<file path="src/hw/pbuf_defines.svh">
`ifndef PBUF_DEFINES_SVH
`define PBUF_DEFINES_SVH

////////////////////////////////////////////////////////////
// buffer geometry
////////////////////////////////////////////////////////////

`define PBUF_DATA_W     64
`define PBUF_KEEP_W     (`PBUF_DATA_W / 8)  // one bit per data byte
`define PBUF_META_W     32
`define PBUF_ADDR_W     8
`define PBUF_DEPTH      256

////////////////////////////////////////////////////////////
// latencies
////////////////////////////////////////////////////////////

`define PBUF_DP_OUT_REG 1                   // second register on port b
`define PBUF_CPU_LAT    2                   // port a access to cpu result

`endif

</file>
<file path="src/hw/pbuf_pkg.sv">
`include "pbuf_defines.svh"

package pbuf_pkg;

    typedef logic [`PBUF_ADDR_W-1:0] addr_t;
    typedef logic [`PBUF_DATA_W-1:0] data_t;
    typedef logic [`PBUF_KEEP_W-1:0] keep_t;
    typedef logic [`PBUF_META_W-1:0] meta_t;

    // one packet memory word
    typedef struct packed {
        logic  last;
        keep_t keep;
        data_t data;
    } pkt_entry_t;

    typedef struct packed {
        logic       en;    // level, writes every cycle while high
        addr_t      addr;
        pkt_entry_t entry;
        meta_t      meta;
    } dp_write_t;

    typedef struct packed {
        pkt_entry_t entry;
        meta_t      meta;
    } dp_read_t;

    typedef struct packed {
        logic       rd;
        logic       wr;
        addr_t      addr;
        pkt_entry_t data;
    } cpu_pkt_req_t;

    typedef struct packed {
        logic  rd;
        logic  wr;
        addr_t addr;
        meta_t data;
    } cpu_meta_req_t;

    typedef struct packed {
        logic rd_pkt;
        logic wr_pkt;
        logic rd_meta;
        logic wr_meta;
    } cpu_access_t;

    typedef struct packed {
        logic       rd_pkt;
        logic       wr_pkt;
        logic       rd_meta;
        logic       wr_meta;
        pkt_entry_t pkt_data;
        meta_t      meta_data;
    } cpu_result_t;

    // port a of each memory
    typedef struct packed {
        logic       we;
        addr_t      addr;
        pkt_entry_t din;
    } pkt_ram_req_t;

    typedef struct packed {
        logic  we;
        addr_t addr;
        meta_t din;
    } meta_ram_req_t;

    typedef enum logic {
        ARB_IDLE    = 1'b0,
        ARB_WAIT_DP = 1'b1  // cpu request parked behind a dp write
    } arb_state_e;

endpackage

</file>
<file path="src/hw/cpu_port_arbiter.sv">
module cpu_port_arbiter (
    input  logic                    clk,
    input  logic                    rstn,
    input  pbuf_pkg::dp_write_t     dp_wr,
    input  pbuf_pkg::cpu_pkt_req_t  cpu_pkt,
    input  pbuf_pkg::cpu_meta_req_t cpu_meta,
    output pbuf_pkg::pkt_ram_req_t  pkt_a,
    output pbuf_pkg::meta_ram_req_t meta_a,
    output pbuf_pkg::cpu_access_t   cpu_access
);

    import pbuf_pkg::*;

    arb_state_e    state;
    arb_state_e    state_next;

    cpu_access_t   req;            // raw cpu strobes
    logic          req_valid;
    logic          req_is_meta;
    pkt_ram_req_t  cpu_pkt_req;
    meta_ram_req_t cpu_meta_req;
    logic          park;

    // parked request
    logic          pend_is_meta;
    pkt_ram_req_t  pend_pkt_req;
    meta_ram_req_t pend_meta_req;

    ////////////////////////////////////////////////////////////
    // request decode
    ////////////////////////////////////////////////////////////

    assign req         = {cpu_pkt.rd, cpu_pkt.wr, cpu_meta.rd, cpu_meta.wr};
    assign req_valid   = $onehot(req);  // two or more strobes do nothing
    assign req_is_meta = cpu_meta.rd | cpu_meta.wr;

    assign cpu_pkt_req  = '{we: cpu_pkt.wr, addr: cpu_pkt.addr, din: cpu_pkt.data};
    assign cpu_meta_req = '{we: cpu_meta.wr, addr: cpu_meta.addr, din: cpu_meta.data};

    ////////////////////////////////////////////////////////////
    // port a mux
    ////////////////////////////////////////////////////////////

    always_comb
    begin
        // dataplane write owns port a by default
        pkt_a      = '{we: dp_wr.en, addr: dp_wr.addr, din: dp_wr.entry};
        meta_a     = '{we: dp_wr.en, addr: dp_wr.addr, din: dp_wr.meta};
        cpu_access = '0;
        state_next = state;
        park       = 1'b0;

        case (state)
            ARB_IDLE:
            begin
                if (req_valid)
                begin
                    if (dp_wr.en)
                    begin
                        park       = 1'b1;
                        state_next = ARB_WAIT_DP;
                    end
                    else
                    begin
                        // apply at once on a free port
                        if (req_is_meta)
                        begin
                            meta_a = cpu_meta_req;
                        end
                        else
                        begin
                            pkt_a = cpu_pkt_req;
                        end
                        cpu_access = req;
                    end
                end
            end

            ARB_WAIT_DP:
            begin
                // new strobes ignored here
                if (!dp_wr.en)
                begin
                    state_next = ARB_IDLE;
                    if (pend_is_meta)
                    begin
                        meta_a             = pend_meta_req;
                        cpu_access.rd_meta = ~pend_meta_req.we;
                        cpu_access.wr_meta = pend_meta_req.we;
                    end
                    else
                    begin
                        pkt_a             = pend_pkt_req;
                        cpu_access.rd_pkt = ~pend_pkt_req.we;
                        cpu_access.wr_pkt = pend_pkt_req.we;
                    end
                end
            end

            default:
            begin
                state_next = ARB_IDLE;
            end
        endcase
    end

    ////////////////////////////////////////////////////////////
    // state and pending register
    ////////////////////////////////////////////////////////////

    always_ff @(posedge clk)
    begin
        if (!rstn)
        begin
            state <= ARB_IDLE;
        end
        else
        begin
            state <= state_next;
        end
    end

    // capture on park
    always_ff @(posedge clk)
    begin
        if (park)
        begin
            pend_is_meta  <= req_is_meta;
            pend_pkt_req  <= cpu_pkt_req;
            pend_meta_req <= cpu_meta_req;
        end
    end

endmodule

</file>
<file path="config.mk">
export PLATFORM = sky130hd
export DESIGN_NAME = cpu_port_arbiter
export DESIGN_NICKNAME = d
export VERILOG_FILES = /design/src/hw/pbuf_pkg.sv /design/src/hw/cpu_port_arbiter.sv
export VERILOG_INCLUDE_DIRS = /design/src /design/src/hw
export SDC_FILE = /design/constraint.sdc
export NUM_CORES = 1
export LEC_CHECK = 0
export ABC_AREA = 1
export BUFFER_PORTS_ARGS = -buffer_cell sky130_fd_sc_hd__clkbuf_2
export CAP_MARGIN = 20
export CORE_MARGIN = 10
export CORE_UTILIZATION = 49
export DETAILED_ROUTE_END_ITERATION = 12
export PLACE_DENSITY = 0.82
export SYNTH_ARGS = -nofsm -noshare
export SYNTH_HDL_FRONTEND = slang
export SYNTH_SLANG_ARGS = --single-unit
</file>
<file path="constraint.sdc">
create_clock -name clk -period 17.36 [get_ports clk]
set_clock_uncertainty 0.05 [all_clocks]
set_input_delay 3.472 -clock clk [delete_from_list [all_inputs] [get_ports clk]]
set_output_delay 3.472 -clock clk [all_outputs]
set_load 0.005 [all_outputs]
</file>
# [After elaboration in Yosys (flattened, before gate mapping)]
# Cells that the tools add are included.
[word_totals] wordCells=40 inputBits=241 reg_bits=125
[classes] n_eq_ne=1 muxes=22 bitwise_logic=4 add_sub_neg=3
[ops] op="$mux 82" count=5
[ops] op="$mux 41" count=5
[ops] op="$pmux 82 s2" count=1
[ops] op="$pmux 41 s2" count=1
[ops] op="$mux 4" count=3
[ops] op="$pmux 4 s2" count=1
[ops] op="$add 1x1->2" count=2
[ops] op="$mux 2" count=2
[ops] op="$add 2x2->3" count=1
[ops] op="$eq 3x1->1 const B" count=1
[ops] op="$mux 1" count=3
[ops] op="$not 1->1" count=3
[ops] op="$pmux 1 s2" count=1
[ops] op="$or 1x1->1" count=1

# [Depth between registers and ports, before layout]
[depth] word_depth=5 depth_mapped=13

# [Least setup slack after synthesis]
# Ideal clock, no wire load.
[synth_path] path_kind="input to register" startpoint="input port cpu_pkt[81] (netlist bit)" endpoint="register pend_is_meta, enable pin" path_slack_ns=3.458 n_path_buf=0 arrival_ns=13.092 required_time_ns=16.550 stages=8 setup_time_ns=0.760 path_cell_list="inv_1 -> fa_1 -> inv_1 -> ha_1 -> ha_1 -> inv_1 -> nand3b_1 -> nor3_1"
[synth_via] elab_chain_cells=5
[synth_rtl] item="start: declaration" line="cpu_port_arbiter.sv:5" source="input pbuf_pkg::cpu_pkt_req_t cpu_pkt,"
[synth_rtl] item="$add 1x1->2 (implied by the code)" line="cpu_port_arbiter.sv:34" source="assign req_valid = $onehot(req);"
[synth_rtl] item="$add 2x2->3 (implied by the code)" line="cpu_port_arbiter.sv:34"
[synth_rtl] item="$eq 3x1->1" line="cpu_port_arbiter.sv:34"
[synth_rtl] item="$mux 1" line="cpu_port_arbiter.sv:56" source="if (req_valid)"
[synth_rtl] item="$mux 1" line="cpu_port_arbiter.sv:53" source="case (state)"
[synth_rtl] item="named net park" line="cpu_port_arbiter.sv:22" source="logic park;"
[synth_rtl] item="end signal: assignment" line="cpu_port_arbiter.sv:128" source="pend_is_meta <= req_is_meta;"
[synth_rtl] item="end: declaration" line="cpu_port_arbiter.sv:25" source="logic pend_is_meta;"
# The timed path passes the listed nets, and every way through them passes these cells.
# A chain may end at the register's enable or synchronous reset.

==> results.md <==
* Status: finished, final reports clean
* Sequential fraction of the synthesis area at 0.436
* DR pass1 iterations at 5
* Vias in the first global route at 8893
* Max_slew headroom at 0.272
* Total number of yosys warnings at 0
* Area Growth Syn to Fin at 28.3%
* GRT overflow at 0
* Total negative slack at 0 ns
* Post-layout minimum cycle time at roughly 10 ns
* R2R Setup Slk at ~15 ns
* Layout net count at 1768
* Crit end category: output pin
* Asr flop ratio synth at 0
* Fin. Hold Viols at 0
* Dpl ws at 7.08 ns
* Int Pwr at around 650 uW
* Design Area, Final at ~0.011 mm2
* Hold_sp: state
* Reg2Reg Depth at 4
* # port buffers at ~370
* Share of cells above drive strength 1 at 0.270
* DR DRC count at 0
* Row Count at 48
* Largest net degree at the start of global routing at 162
* Initial Util at 0.498
* Critical path type: in -> out
* Worst r2r dst: state
* First-pass GRT wire length at between 40000 and 50000 um
* Worst setup SP type: primary input
* Core area at about 0.017 mm2
* Clk sinks at between 100 and 150
* Number of gates resized after cts at 0
* Worst hold slack at 1.05 ns
* CTS tree: done
* Post-synth cell types at 24
* Leakage power at 6.09 nW
* F_max at ~97 MHz
* FF+latch count, synth at between 100 and 150
* Dominant synthesized flop cell: edfxtp_1
* Root buf cell: clkbuf_16
* RSZ-0062 raised after global routing: no
* Placed inst area at between 0.01 and 0.015 mm2
* Final WL at between 30000 and 40000 um
* Final worst-path cycle share at 0.595
* Pwr Density at 84.5 mW/mm2
* Die H at about 150 um
* Worst vdd ir at ~0.066 mV
* Final GP Congestion at roughly 0.93
* H-tree Lvls at 4
* Post-synthesis cell count at 1214
* Clk_lat worst skew at 0.40 ns
* CTS max path bufs at 2
* Vias per cell at between 5 and 6
* Clock-pin slew on the worst setup and hold paths at 0.06 ns
* Worst EP required at between 10 and 15 ns
* Final Max Slew Viols at 0
* Endpoint, Worst Hold: pend_meta_req[18]
* Synth Area per Inst at ~7.1 um2
* Die W at between 150 and 200 um
* Initial antenna violation count at 2
* Comb pwr share at 0.248
* Worst Slack Setup Final at 7.04 ns
* Actual slew at the worst max-slew pin at about 1.1 ns
* Via count at 9420
* DR WL/cell at about 17 um
* Die ar. at between 0.02 and 0.025 mm2
* Critical R2R Launch: state
* Remaining antenna violation count at 0
* Post-Syn Nets at approximately 1500
* Total of max-cap violations at 0
* Worst path arrival time at just under 7 ns
* Post-DP HPWL at between 20000 and 25000 um
* Sw frac at 0.304
* Netlist Area Pre-Place at roughly 0.0086 mm2
* Number of synthesized flops with an enable pin at between 100 and 150
* Post-CTS Setup Inserts at 0
* Switching power at 282 uW
* Starting DRC count in detailed routing at ~730
* Hold Path Depth at 2
* Clock power frac at 0.363
* Worst-path fanout max at 79
* Top Ports at about 370
* CTS Hold Bufs at 0
* Final setup viols at 0
* Gr usage total at 0.244
* Num CTS Buffers at 17
* Hold crit path type: reg -> reg
* Seq pwr share at 0.389
-- power by group through the flow --
stage | combinational (mW) | sequential [mW] | clock, mW
3_5_place_dp | 0.229 | 0.368 | 0
5_1_grt | 0.256 | 0.363 | 0.354
6_report | 0.230 | 0.362 | 0.337
4_1_cts | 0.230 | 0.362 | 0.342
3_3_place_gp | 0.224 | 0.367 | 0
2_1_floorplan | 0.124 | 0.373 | 0
-- registers in the layout, indices dropped and copies added (netlist names) --
| register | count |
|---|---|
| pend_pkt_req | 82 |
| pend_meta_req | 41 |
| pend_is_meta | 1 |
| state | 1 |
-- worst max-delay path: stages --
cell and delay (ns):
clkbuf_2 0.12, inv_1 0.07, fa_1 0.52, inv_1 0.04, ha_1 0.17, ha_1 0.28
inv_1 0.07, nand2_1 0.08, nor2_4 0.09, buf_4 0.48, buf_4 0.76, nand3_1 0.14
a21oi_1 0.25, clkbuf_2 0.16
-- worst max-delay path by stage --
stage                     depth (start not counted)  slack (ns)   startpoint             to
final                                            14        7.04  cpu_pkt[81]  cpu_access[2]
after global routing                             14        6.79  cpu_pkt[81]  cpu_access[0]
after CTS                                        15        7.07  cpu_pkt[81]     meta_a[34]
after detailed placement                         15        7.08  cpu_pkt[81]     meta_a[34]
after global placement                           14        7.12  cpu_pkt[81]  cpu_access[2]
after floorplan                                   8        3.46  cpu_pkt[81]   pend_is_meta
-- cell usage after synthesis, types with 3 or more instances --
cell      count  share of area
nand2_1     247           0.11
a21oi_1     124          0.072
o21ai_1      13         0.0076
inv_2         3         0.0013
buf_1        12         0.0053
edfxtp_1    124           0.43
nand3_1     250           0.15
buf_2        33          0.019
o21ai_0     108          0.063
inv_1       241           0.11
clkbuf_1     40          0.018
-- layout make-up --
cell class	instances	area, um2
antenna	1	2.50
clock buffer	20	437
clock inverter	10	100
fill	1525	6230
inverter	244	921
multi-input combinational	756	3540
sequential	125	3740
tap	225	282
timing repair buffer	380	1970
-- per-layer routing --
layer  up-vias  wire length, um  GRT usage
li1       4604                -          -
met5         -               20          0
met2       505            14800      0.396
met4         2             1220      0.127
met3        81             2760     0.0689
met1      4228            11400      0.288
-- cell families (layout without fill, tap and decap cells) --
group | after synthesis | after routing | share of synthesized area
AOI/OAI and AO/OA | 247 | 247 | 0.145
adders and majority gates | 3 | 3 | 0.00525
other | 0 | 1 | 0
and+or+nand+nor | 506 | 506 | 0.262
DFF | 125 | 125 | 0.436
buffers and inverters | 333 | 654 | 0.152
-- through the flow --
step	utilization	cells	power [mW]
after detailed placement	0.604	1728	0.596
after global placement	0.604	1728	0.591
after global routing	0.638	1761	0.973
final	0.638	1761	0.930
after floorplan	-	1214	0.497
after CTS	0.635	1758	0.933
-- cell usage in the layout (no fill, tap or decap), drive strengths merged --
cell type    n
clkbuf     387
nand3      250
nand2      249
inv        244
a21oi      124
edfxtp     124
o21ai      121
buf         13
clkinv       7
nor2         4
o32ai        2
ha           2
bufinv       2
diode        1
nand3b       1
nand4        1
nor3         1
fa           1
clkinvlp     1
dfxtp        1
No activity file was read; power rests on OpenSTA's default activity.
